`config.mk`:
```
export PLATFORM = sky130hd
export DESIGN_NAME = rename_unit
export DESIGN_NICKNAME = d
export VERILOG_FILES = /design/src/common/rename_pkg.sv /design/src/rename/rename_table.sv /design/src/rename/free_list.sv /design/src/rename/dep_check.sv /design/src/rename/rename_out_reg.sv /design/src/hdl/rename_unit.sv
export SDC_FILE = /design/constraint.sdc
export NUM_CORES = 2
export LEC_CHECK = 0
export BUFFER_PORTS_ARGS = -buffer_cell sky130_fd_sc_hd__buf_2
export CELL_PAD_IN_SITES_DETAIL_PLACEMENT = 0
export CELL_PAD_IN_SITES_GLOBAL_PLACEMENT = 2
export CORE_AREA = 2 2 408 289
export CTS_BUF_LIST = sky130_fd_sc_hd__clkbuf_8 sky130_fd_sc_hd__clkbuf_16
export CTS_CLUSTER_DIAMETER = 80
export DETAILED_ROUTE_END_ITERATION = 10
export DIE_AREA = 0 0 410 291
export PLACE_DENSITY = 0.74
export SYNTH_ARGS = -nofsm -noshare
export SYNTH_HDL_FRONTEND = slang
export SYNTH_SLANG_ARGS = --single-unit
```
`constraint.sdc`:
```
create_clock -name clk -period 17.8 [get_ports clk]
set_clock_uncertainty 0.15 [all_clocks]
set_input_delay 5.34 -clock clk [delete_from_list [all_inputs] [get_ports clk]]
set_output_delay 5.34 -clock clk [all_outputs]
set_load 0.05 [all_outputs]
```
`src/common/rename_pkg.sv`:
```
package rename_pkg;

    // Group and register file sizes
    localparam int RENAME_WIDTH = 2;
    localparam int SRC_NUM = 2;
    localparam int AREG_NUM = 32;
    localparam int AREG_W = 5;
    localparam int PREG_NUM = 64;
    localparam int PREG_W = 6;

    // Free list holds every physical register not mapped at reset
    localparam int FREE_NUM = PREG_NUM - AREG_NUM;
    localparam int FREE_IDX_W = $clog2(FREE_NUM);
    // Extra wrap bit tells full from empty
    localparam int FREE_PTR_W = FREE_IDX_W + 1;

    // Width of a per-group count, 0 up to RENAME_WIDTH
    localparam int COUNT_W = $clog2(RENAME_WIDTH + 1);

    typedef logic [AREG_W-1:0] areg_t;
    typedef logic [PREG_W-1:0] preg_t;

    typedef struct packed {
        logic  valid;
        areg_t rs1;
        areg_t rs2;
        areg_t rd;
        logic  rd_we;
    } rename_op_t;

    typedef struct packed {
        logic  valid;
        logic  rd_we;
        preg_t prs1;
        preg_t prs2;
        preg_t prd;
        preg_t old_prd;
    } renamed_op_t;

    typedef struct packed {
        logic  valid;
        logic  rd_we;
        areg_t rd;
        preg_t prd;
        preg_t old_prd;
    } commit_t;

    // Lane 0 is the oldest operation
    typedef rename_op_t  [RENAME_WIDTH-1:0] rename_group_t;
    typedef renamed_op_t [RENAME_WIDTH-1:0] renamed_group_t;
    typedef commit_t     [RENAME_WIDTH-1:0] commit_group_t;

endpackage

```
`src/rename/rename_table.sv`:
```
`timescale 1ns/10ps

module rename_table import rename_pkg::*; (
    input  logic                                  clk,
    input  logic                                  rst,
    input  rename_group_t                         in_group,
    input  logic [RENAME_WIDTH-1:0]               we,
    input  preg_t [RENAME_WIDTH-1:0]              new_prd,
    input  commit_group_t                         commit_group,
    input  logic                                  redirect,
    output preg_t [SRC_NUM-1:0][RENAME_WIDTH-1:0] table_psrc,
    output preg_t [RENAME_WIDTH-1:0]              table_old_prd
);

    preg_t [AREG_NUM-1:0] spec_map;
    preg_t [AREG_NUM-1:0] comm_map;
    preg_t [AREG_NUM-1:0] comm_next;

    // Lookups come straight off the speculative map
    always_comb begin
        for (int i = 0; i < RENAME_WIDTH; i++) begin
            table_psrc[0][i] = spec_map[in_group[i].rs1];
            table_psrc[1][i] = spec_map[in_group[i].rs2];
            table_old_prd[i] = spec_map[in_group[i].rd];
        end
    end

    // Committed map after this cycle's commits, younger lane last
    always_comb begin
        comm_next = comm_map;
        for (int i = 0; i < RENAME_WIDTH; i++) begin
            if (commit_group[i].valid && commit_group[i].rd_we &&
                commit_group[i].rd != '0) begin
                comm_next[commit_group[i].rd] = commit_group[i].prd;
            end
        end
    end

    always_ff @(posedge clk or negedge rst) begin
        if (!rst) begin
            for (int i = 0; i < AREG_NUM; i++) begin
                comm_map[i] <= preg_t'(i);
            end
        end else begin
            comm_map <= comm_next;
        end
    end

    always_ff @(posedge clk or negedge rst) begin
        if (!rst) begin
            for (int i = 0; i < AREG_NUM; i++) begin
                spec_map[i] <= preg_t'(i);
            end
        end else if (redirect) begin
            // Restore includes commits of the same cycle
            spec_map <= comm_next;
        end else begin
            // Later assignment wins, so the younger lane lands
            for (int i = 0; i < RENAME_WIDTH; i++) begin
                if (we[i]) begin
                    spec_map[in_group[i].rd] <= new_prd[i];
                end
            end
        end
    end

    // x0 must never be remapped by either path
    x0_map_fixed: assert property (@(posedge clk) disable iff (!rst)
        spec_map[0] == '0 && comm_map[0] == '0);

endmodule

```
`src/rename/free_list.sv`:
```
`timescale 1ns/10ps

module free_list import rename_pkg::*; (
    input  logic                     clk,
    input  logic                     rst,
    input  logic [COUNT_W-1:0]       need_num,
    input  logic [COUNT_W-1:0]       alloc_num,
    input  commit_group_t            commit_group,
    input  logic                     redirect,
    output preg_t [RENAME_WIDTH-1:0] alloc_prd,
    output logic                     full
);

    preg_t [FREE_NUM-1:0] fifo_mem;

    logic [FREE_PTR_W-1:0] spec_head;
    logic [FREE_PTR_W-1:0] comm_head;
    logic [FREE_PTR_W-1:0] tail;
    logic [FREE_PTR_W-1:0] free_cnt;
    logic [FREE_PTR_W-1:0] comm_head_next;
    logic [FREE_PTR_W-1:0] rd_ptr [RENAME_WIDTH];
    logic [FREE_PTR_W-1:0] push_ptr [RENAME_WIDTH];
    logic [RENAME_WIDTH-1:0] commit_wr;
    logic [COUNT_W-1:0] commit_num;

    assign free_cnt = tail - spec_head;
    assign full = free_cnt < FREE_PTR_W'(need_num);
    assign comm_head_next = comm_head + FREE_PTR_W'(commit_num);

    // Next free registers in FIFO order
    always_comb begin
        for (int i = 0; i < RENAME_WIDTH; i++) begin
            rd_ptr[i] = spec_head + FREE_PTR_W'(i);
            alloc_prd[i] = fifo_mem[rd_ptr[i][FREE_IDX_W-1:0]];
        end
    end

    // Each committing writer returns its old register, packed in lane order
    always_comb begin
        commit_num = '0;
        for (int i = 0; i < RENAME_WIDTH; i++) begin
            commit_wr[i] = commit_group[i].valid && commit_group[i].rd_we &&
                           commit_group[i].rd != '0;
            push_ptr[i] = tail + FREE_PTR_W'(commit_num);
            if (commit_wr[i]) begin
                commit_num = commit_num + 1'b1;
            end
        end
    end

    always_ff @(posedge clk or negedge rst) begin
        if (!rst) begin
            for (int i = 0; i < FREE_NUM; i++) begin
                fifo_mem[i] <= preg_t'(AREG_NUM + i);
            end
        end else begin
            for (int i = 0; i < RENAME_WIDTH; i++) begin
                if (commit_wr[i]) begin
                    fifo_mem[push_ptr[i][FREE_IDX_W-1:0]] <= commit_group[i].old_prd;
                end
            end
        end
    end

    always_ff @(posedge clk or negedge rst) begin
        if (!rst) begin
            spec_head <= '0;
            comm_head <= '0;
            tail <= FREE_PTR_W'(FREE_NUM);
        end else begin
            comm_head <= comm_head_next;
            tail <= tail + FREE_PTR_W'(commit_num);
            if (redirect) begin
                spec_head <= comm_head_next;
            end else begin
                spec_head <= spec_head + FREE_PTR_W'(alloc_num);
            end
        end
    end

    free_cnt_bound: assert property (@(posedge clk) disable iff (!rst)
        free_cnt <= FREE_PTR_W'(FREE_NUM));

    // dep_check must not take more than the list offers
    alloc_in_range: assert property (@(posedge clk) disable iff (!rst)
        FREE_PTR_W'(alloc_num) <= free_cnt);

endmodule

```
`src/rename/dep_check.sv`:
```
`timescale 1ns/10ps

module dep_check import rename_pkg::*; (
    input  rename_group_t                         in_group,
    input  preg_t [SRC_NUM-1:0][RENAME_WIDTH-1:0] table_psrc,
    input  preg_t [RENAME_WIDTH-1:0]              table_old_prd,
    input  preg_t [RENAME_WIDTH-1:0]              alloc_prd,
    input  logic                                  full,
    input  logic                                  stall,
    input  logic                                  redirect,
    output logic [COUNT_W-1:0]                    need_num,
    output logic [COUNT_W-1:0]                    alloc_num,
    output logic [RENAME_WIDTH-1:0]               we,
    output preg_t [RENAME_WIDTH-1:0]              new_prd,
    output renamed_group_t                        renamed
);

    logic [RENAME_WIDTH-1:0] wr;
    logic [COUNT_W-1:0] slot [RENAME_WIDTH];
    logic accept;
    preg_t psrc1;
    preg_t psrc2;
    preg_t old_prd;

    assign accept = !redirect && !stall && !full;
    assign alloc_num = accept ? need_num : '0;
    assign we = accept ? wr : '0;

    // Writer lanes take free registers in lane order
    always_comb begin
        need_num = '0;
        for (int i = 0; i < RENAME_WIDTH; i++) begin
            wr[i] = in_group[i].valid && in_group[i].rd_we && in_group[i].rd != '0;
            slot[i] = need_num;
            new_prd[i] = wr[i] ? alloc_prd[slot[i]] : '0;
            if (wr[i]) begin
                need_num = need_num + 1'b1;
            end
        end
    end

    always_comb begin
        for (int i = 0; i < RENAME_WIDTH; i++) begin
            psrc1 = (in_group[i].rs1 == '0) ? '0 : table_psrc[0][i];
            psrc2 = (in_group[i].rs2 == '0) ? '0 : table_psrc[1][i];
            old_prd = wr[i] ? table_old_prd[i] : '0;
            // Youngest older writer overrides the table
            for (int j = 0; j < i; j++) begin
                if (wr[j] && in_group[j].rd == in_group[i].rs1) begin
                    psrc1 = new_prd[j];
                end
                if (wr[j] && in_group[j].rd == in_group[i].rs2) begin
                    psrc2 = new_prd[j];
                end
                if (wr[i] && wr[j] && in_group[j].rd == in_group[i].rd) begin
                    old_prd = new_prd[j];
                end
            end
            renamed[i].valid = in_group[i].valid && accept;
            renamed[i].rd_we = wr[i];
            renamed[i].prs1 = psrc1;
            renamed[i].prs2 = psrc2;
            renamed[i].prd = new_prd[i];
            renamed[i].old_prd = old_prd;
        end
    end

endmodule

```
`src/rename/rename_out_reg.sv`:
```
`timescale 1ns/10ps

module rename_out_reg import rename_pkg::*; (
    input  logic           clk,
    input  logic           rst,
    input  renamed_group_t renamed,
    input  logic           stall,
    input  logic           redirect,
    output renamed_group_t out_group
);

    logic [RENAME_WIDTH-1:0] valid_q;
    logic [RENAME_WIDTH-1:0] rd_we_q;
    renamed_group_t payload_q;

    // Valid and write enable are the only control bits
    always_ff @(posedge clk or negedge rst) begin
        if (!rst) begin
            valid_q <= '0;
            rd_we_q <= '0;
        end else if (redirect) begin
            valid_q <= '0;
            rd_we_q <= '0;
        end else if (!stall) begin
            for (int i = 0; i < RENAME_WIDTH; i++) begin
                valid_q[i] <= renamed[i].valid;
                rd_we_q[i] <= renamed[i].rd_we;
            end
        end
    end

    always_ff @(posedge clk) begin
        if (!stall) begin
            payload_q <= renamed;
        end
    end

    always_comb begin
        out_group = payload_q;
        for (int i = 0; i < RENAME_WIDTH; i++) begin
            out_group[i].valid = valid_q[i];
            out_group[i].rd_we = rd_we_q[i];
        end
    end

endmodule

```
`src/hdl/rename_unit.sv`:
```
`timescale 1ns/10ps

module rename_unit import rename_pkg::*; (
    input  logic           clk,
    input  logic           rst,
    input  rename_group_t  in_group,
    input  logic           stall,
    input  logic           redirect,
    input  commit_group_t  commit_group,
    output renamed_group_t out_group,
    output logic           full
);

    preg_t [SRC_NUM-1:0][RENAME_WIDTH-1:0] table_psrc;
    preg_t [RENAME_WIDTH-1:0] table_old_prd;
    preg_t [RENAME_WIDTH-1:0] alloc_prd;
    preg_t [RENAME_WIDTH-1:0] new_prd;
    logic [RENAME_WIDTH-1:0] we;
    logic [COUNT_W-1:0] need_num;
    logic [COUNT_W-1:0] alloc_num;
    renamed_group_t renamed;

    rename_table u_rename_table (
        .clk           (clk),
        .rst           (rst),
        .in_group      (in_group),
        .we            (we),
        .new_prd       (new_prd),
        .commit_group  (commit_group),
        .redirect      (redirect),
        .table_psrc    (table_psrc),
        .table_old_prd (table_old_prd)
    );

    free_list u_free_list (
        .clk          (clk),
        .rst          (rst),
        .need_num     (need_num),
        .alloc_num    (alloc_num),
        .commit_group (commit_group),
        .redirect     (redirect),
        .alloc_prd    (alloc_prd),
        .full         (full)
    );

    dep_check u_dep_check (
        .in_group      (in_group),
        .table_psrc    (table_psrc),
        .table_old_prd (table_old_prd),
        .alloc_prd     (alloc_prd),
        .full          (full),
        .stall         (stall),
        .redirect      (redirect),
        .need_num      (need_num),
        .alloc_num     (alloc_num),
        .we            (we),
        .new_prd       (new_prd),
        .renamed       (renamed)
    );

    rename_out_reg u_rename_out_reg (
        .clk       (clk),
        .rst       (rst),
        .renamed   (renamed),
        .stall     (stall),
        .redirect  (redirect),
        .out_group (out_group)
    );

endmodule

```
# Word-level counts from Yosys, hierarchy flattened
# Index checks and enable logic that the tools add are counted.
[word_totals]
reg_bits = 646
wordCells = 237
output_inout_bits = 53
in_bits = 76
[op_classes]
addsub = 8
magnitude_cmp = 20
n_eq_ne = 4
n_reduce_logical = 33
n_mux = 63
[ops]
columns = ["operator", "count"]
rows = [
  ["$mux 192", 8],
  ["$bwmux 192", 6],
  ["$bmux 6 s5", 8],
  ["$demux 6 s5", 6],
  ["$mux 6", 25],
  ["$lt 5x6->1 const B", 12],
  ["$ge 5x1->1 const B", 6],
  ["$logic_and 1x1->1", 22],
  ["$logic_not 5->1", 4],
  ["$reduce_bool 5->1", 4],
  ["$add 6x2->6", 3],
  ["$mux 2", 8],
  ["$eq 5x5->1", 3],
  ["$lt 6x2->1", 1],
  ["$sub 6x6->6", 1],
  ["$add 5x1->5", 1],
  ["$add 5x1->5 const B", 1],
  ["$add 1x1->2 const B", 2],
  ["$logic_not 1->1", 3],
  ["$lt 1x2->1 const B", 1],
  ["$mux 1", 2],
  ["$ne 2x1->1 const B", 1],
]

# Logic depth before layout (Yosys ltp)
[depth]
word_depth = 14
ltp_mapped = 23

# Cells and area by module
# A second synthesis with hierarchy kept.
[unflattened]
hier_cells = 4477
hier_area_um2 = 47162.7
[modules_own_cells]
columns = ["module", "cells_per_inst", "n_inst", "area_each_um2"]
rows = [
  ["rename_table", 3025, 1, 30143.9],
  ["free_list", 1243, 1, 14440.1],
  ["rename_out_reg", 62, 1, 1611.5],
  ["dep_check", 147, 1, 967.2],
]

# Least setup slack after synthesis
# Ideal clock, no wire load.
[synth_timing]
path_type = "input to output"
from = "in in_group[22] in the netlist's numbering"
to = "out full"
slack_ps = 3927
arrival_ps = 8383
path_stages = 15
cell_sequence = "clkbuf_1 -> or3_1 -> o311ai_1 -> inv_2 -> clkbuf_1 -> clkbuf_1 -> ha_1 -> inv_1 -> ha_1 -> a21oi_1 -> nand2_1 -> a21oi_1 -> nand2_1 -> buf_2 -> inv_1"
[synth_via]
elab_chain_len = 4
[synth_lines]
columns = ["item", "line", "rtl"]
rows = [
  ["start, declared", "rename_unit.sv:6", "input rename_group_t in_group,"],
  ["$reduce_bool 5->1", "dep_check.sv:33", "wr[i] = in_group[i].valid && in_group[i].rd_we && in_group[i].rd != '0;"],
  ["$logic_and 1x1->1", "dep_check.sv:33", ""],
  ["$mux 2", "dep_check.sv:36", "if (wr[i]) begin"],
  ["$lt 6x2->1", "free_list.sv:27", "assign full = free_cnt < FREE_PTR_W'(need_num);"],
  ["end, declared", "rename_unit.sv:11", "output logic full"],
]
# Every way passes these cells.

# Final worst setup path
[layout_timing]
from = "in in_group[4] in the netlist's numbering"
to = "out full"
[layout_via]
elab_chain_len = 6
[layout_lines]
columns = ["item", "line", "rtl"]
rows = [
  ["$reduce_bool 5->1 *", "dep_check.sv:33", ""],
  ["$logic_and 1x1->1 *", "dep_check.sv:33", ""],
  ["$mux 1 *", "dep_check.sv:36", ""],
  ["$add 1x1->2", "dep_check.sv:37", "need_num = need_num + 1'b1;"],
  ["$mux 2 *", "dep_check.sv:36", ""],
  ["$lt 6x2->1 *", "free_list.sv:27", ""],
]
# Every way passes the cells marked *; elsewhere a longest branch is shown, timed or not.

==> implementation parameters <==
Parameter                              Value

Outcome
  Run status ... finished, final reports clean

Logic synthesis
  Main combinational cell family by area after synthesis ... multiplexers
  Most used flip-flop cell after synthesis ... dfrtp_1
  Synthesized area per cell ... 10.5 um2
  Area fraction in and, or, nand and nor cells after synthesis ... 0.106
  Post-synth ARST share ... 0.926
  Post-synthesis cell type count ... 79
  Post-synthesis compound-gate area fraction ... 0.152
  Number of flops mapped to enable cells by yosys ... 48
  Synth warnings ... 0
  Synth Area in Adders ... 0.00640
  Number of standard cells after synthesis ... 4353
  Synthesized netlist net count ... 4450
  Mux cell area share after synthesis ... 0.317
  Netlist area before placement ... 45800 um2
  Xor and xnor fraction of the mapped netlist area ... 0.00629
  Post-synthesis sequential element count ... 646
  Share of the yosys chip area belonging to registers ... 0.366

Route
  DR WL/cell ... 36.5 um
  Number of DRC markers after the initial detailed-route iteration ... 6604
  Post-detailed-route via-to-cell ratio ... 6.79
  Total Routed Length ... 214000 um
  Vias ... 39700
  ANT nets after route ... 0
  Number of iterations in the first detailed-routing pass ... 6
  Drc violations ... 0

Floorplanning
  Core Region ... 116000 um2
  Area of the die ... 119000 um2
  Number of placement rows ... 105
  Starting utilization of the core area ... 0.395
  Die X ... 410 um
  Die span in y ... 291 um
  Boundary pin count ... 129

Placement
  GP Congestion ... 1.03
  DP HPWL ... 146000 um
  Number of buffers added on ports ... 128
  Place WS ... 3.08 ns

Min path
  Hold Startpoint ... u_rename_table.comm_map[3]
  Min-delay worst type ... register to register

Cells and area
  Leading cell type in the layout, fill and taps excluded ... mux2i_1
  Fraction of final layout cells sized beyond drive strength 1 ... 0.242
  Highest-count cells in the layout ignoring fill and taps ... mux2i_1 (746), nor2_1 (500), nand2_1 (327)
  Synthesis-to-finish area growth ... 8.99%
  # nets final ... 4326

STA
  Final worst path period need ... 14.88 ns
  Unrepaired setup endpoints after global routing ... false
  Final period util ... 0.836
  Slew Viols, Final ... 0
  Worst rel slew slack ... 0.0690
  Finish-stage setup viols ... 0
  Slew @ Worst Pin ... 1.39 ns
  Final-report hold violation count ... 0
  Highest Clock Rate ... 67.2 MHz
  Post-Route Setup TNS ... 0 ns
  Final setup slack of the worst path ... 2.92 ns

Setup path
  CP startpoint kind ... input port
  Worst r2r src ... u_free_list.spec_head[0]
  Crit-path leading delay family ... buffers and inverters
  Biggest fanout along the worst timing path ... 21
  Data required time at the worst endpoint ... 12.31 ns
  CP startpoint ... in_group[4]
  Highest cell delay on the worst timing path ... 0.82 ns
  Type of the worst setup path ... input port to output pin
  Critical path data arrival time ... 9.39 ns
  Critical Path End Type ... output pin
  Crit path buf inv count ... 6
  Cell type of the slowest stage on the worst timing path ... o311ai_4
  Cell chain of the critical path ... buf_2 -> or3_1 -> o311ai_4 -> inv_2 -> ha_1 -> inv_1 -> ha_1 -> a21oi_1 -> nand2_1 -> a21oi_4 -> buf_4 -> nand2_2 -> inv_1 -> buf_2

Power
  Largest voltage drop on the vdd net ... 0.119 mV
  Power Dens Cells ... 145 nW/um2
  Net switching component of the power ... 3.07 mW
  Power Internal ... 4.18 mW
  Sequential Power Share ... 0.353
  Relative contribution of combinational cells to total power ... 0.420
  Final Total Pwr ... 7.25 mW
  Switching share of power ... 0.423
  LEAKAGE ... 20.0 nW
  Clock Power Share ... 0.227

CTS
  Number of setup buffers added after CTS ... 0
  Clock sinks ... 646
  Post-CTS Resized ... 0
  Count of H-tree levels built during CTS ... 3
  Clk_lat worst skew ... 0.70 ns
  Clock tree from TritonCTS ... built
  Clock buffers created by TritonCTS ... 75
  Clock-pin slew on the worst setup and hold paths ... 0.06 ns
  Number of hold-repair buffers added at the cts stage ... 0
  Maximum buffer depth of the clock tree ... 3
  Root buf cell ... clkbuf_16

Run
  Count of max-cap constraint violations ... 0

Global routing
  Global router's overall resource usage ... 0.351
  GRT overflow ... 0
  Largest net degree at the start of global routing ... 146
  Via count of the first global-routing pass ... 35900
  Antenna violations before repair ... 19
  Wire length of the first global-routing pass ... 297000 um
## stage by stage
| step | hold slack, ns | instance area (um2) | utilization | cells |
|---|---|---|---|---|
| after floorplan | 0.274 | 45800 | - | 4353 |
| after global placement | 0.211 | 47300 | 0.409 | 5703 |
| after detailed placement | 0.212 | 47300 | 0.409 | 5703 |
| after CTS | 0.226 | 49900 | 0.431 | 5843 |
| after global routing | 0.234 | 49900 | 0.431 | 5844 |
| final | 0.226 | 49900 | 0.431 | 5850 |
## final cells by class
class                      instances  area (um2)
antenna                            7        17.5
clock buffer                      86        2040
clock inverter                    54         494
fill                           11100       65900
inverter                          82         310
multi-input combinational       3207       27000
sequential                       646       16800
tap                             1551        1940
timing repair buffer             217        1360
## routing by layer
metal	GRT usage	share of wire	vias to the layer above
li1	-	-	16200
met1	0.539	0.44	20400
met2	0.432	0.37	2791
met3	0.159	0.16	381
met4	0.0855	0.028	16
met5	0.0172	0.0015	-
## sequential cells by signal, indices dropped and copies added, names as in the netlist
| signal | count |
|---|---|
| u_rename_table.spec_map | 192 |
| u_free_list.spec_head | 6 |
| u_rename_out_reg.valid_q | 2 |
| u_free_list.comm_head | 6 |
| u_rename_out_reg.out_group | 48 |
| u_rename_table.comm_map | 192 |
| u_rename_out_reg.rd_we_q | 2 |
| u_free_list.tail | 6 |
| u_free_list.fifo_mem | 192 |
## kinds of logic after synthesis
| logic type | count (synthesis) |
|---|---|
| flops | 646 |
| fa+ha+maj | 21 |
| xor+xnor | 32 |
| buf+inv | 500 |
| mux | 1069 |
| compound gates | 977 |
| simple gates | 1108 |
## path summary, 6_finish.rpt
path                                                 to  slack [ns]  cells after the start
min reg2reg                  u_rename_table.comm_map[3]        0.23                      0
max in group asynchronous  u_rename_table.comm_map[167]       10.12                      4
min                          u_rename_table.comm_map[3]        0.23                      0
max reg2reg                u_rename_table.spec_map[113]       12.34                      9
min in group asynchronous      u_free_list.fifo_mem[84]        4.51                      1
max                                                full        2.92                     14
## power groups by stage
| stage | registers (mW) | clock network [mW] | logic (mW) |
|---|---|---|---|
| final | 2.56 | 1.64 | 3.04 |
| after global routing | 2.59 | 1.72 | 3.17 |
| after CTS | 2.52 | 1.67 | 2.93 |
| after detailed placement | 2.54 | 0 | 2.92 |
| after global placement | 2.53 | 0 | 2.91 |
| after floorplan | 2.32 | 0 | 2.01 |
## Yosys cell counts, types with 35 or more instances
cell type / number / area share
a211oi_1: 50 / 0.0082
a21oi_1: 325 / 0.036
a221oi_1: 109 / 0.021
a22oi_1: 47 / 0.0077
and3_1: 38 / 0.0052
buf_1: 47 / 0.0039
buf_2: 73 / 0.0080
clkbuf_1: 269 / 0.022
dfrtp_1: 325 / 0.18
dfstp_2: 273 / 0.16
edfxtp_1: 48 / 0.031
inv_1: 74 / 0.0061
mux2i_1: 746 / 0.16
mux4_2: 302 / 0.15
nand2_1: 328 / 0.027
nor2_1: 501 / 0.041
nor2b_1: 50 / 0.0068
o21a_1: 37 / 0.0061
o21ai_0: 110 / 0.012
o221a_1: 49 / 0.012
o221a_2: 35 / 0.0086
Power figures use the tool's default switching activity.
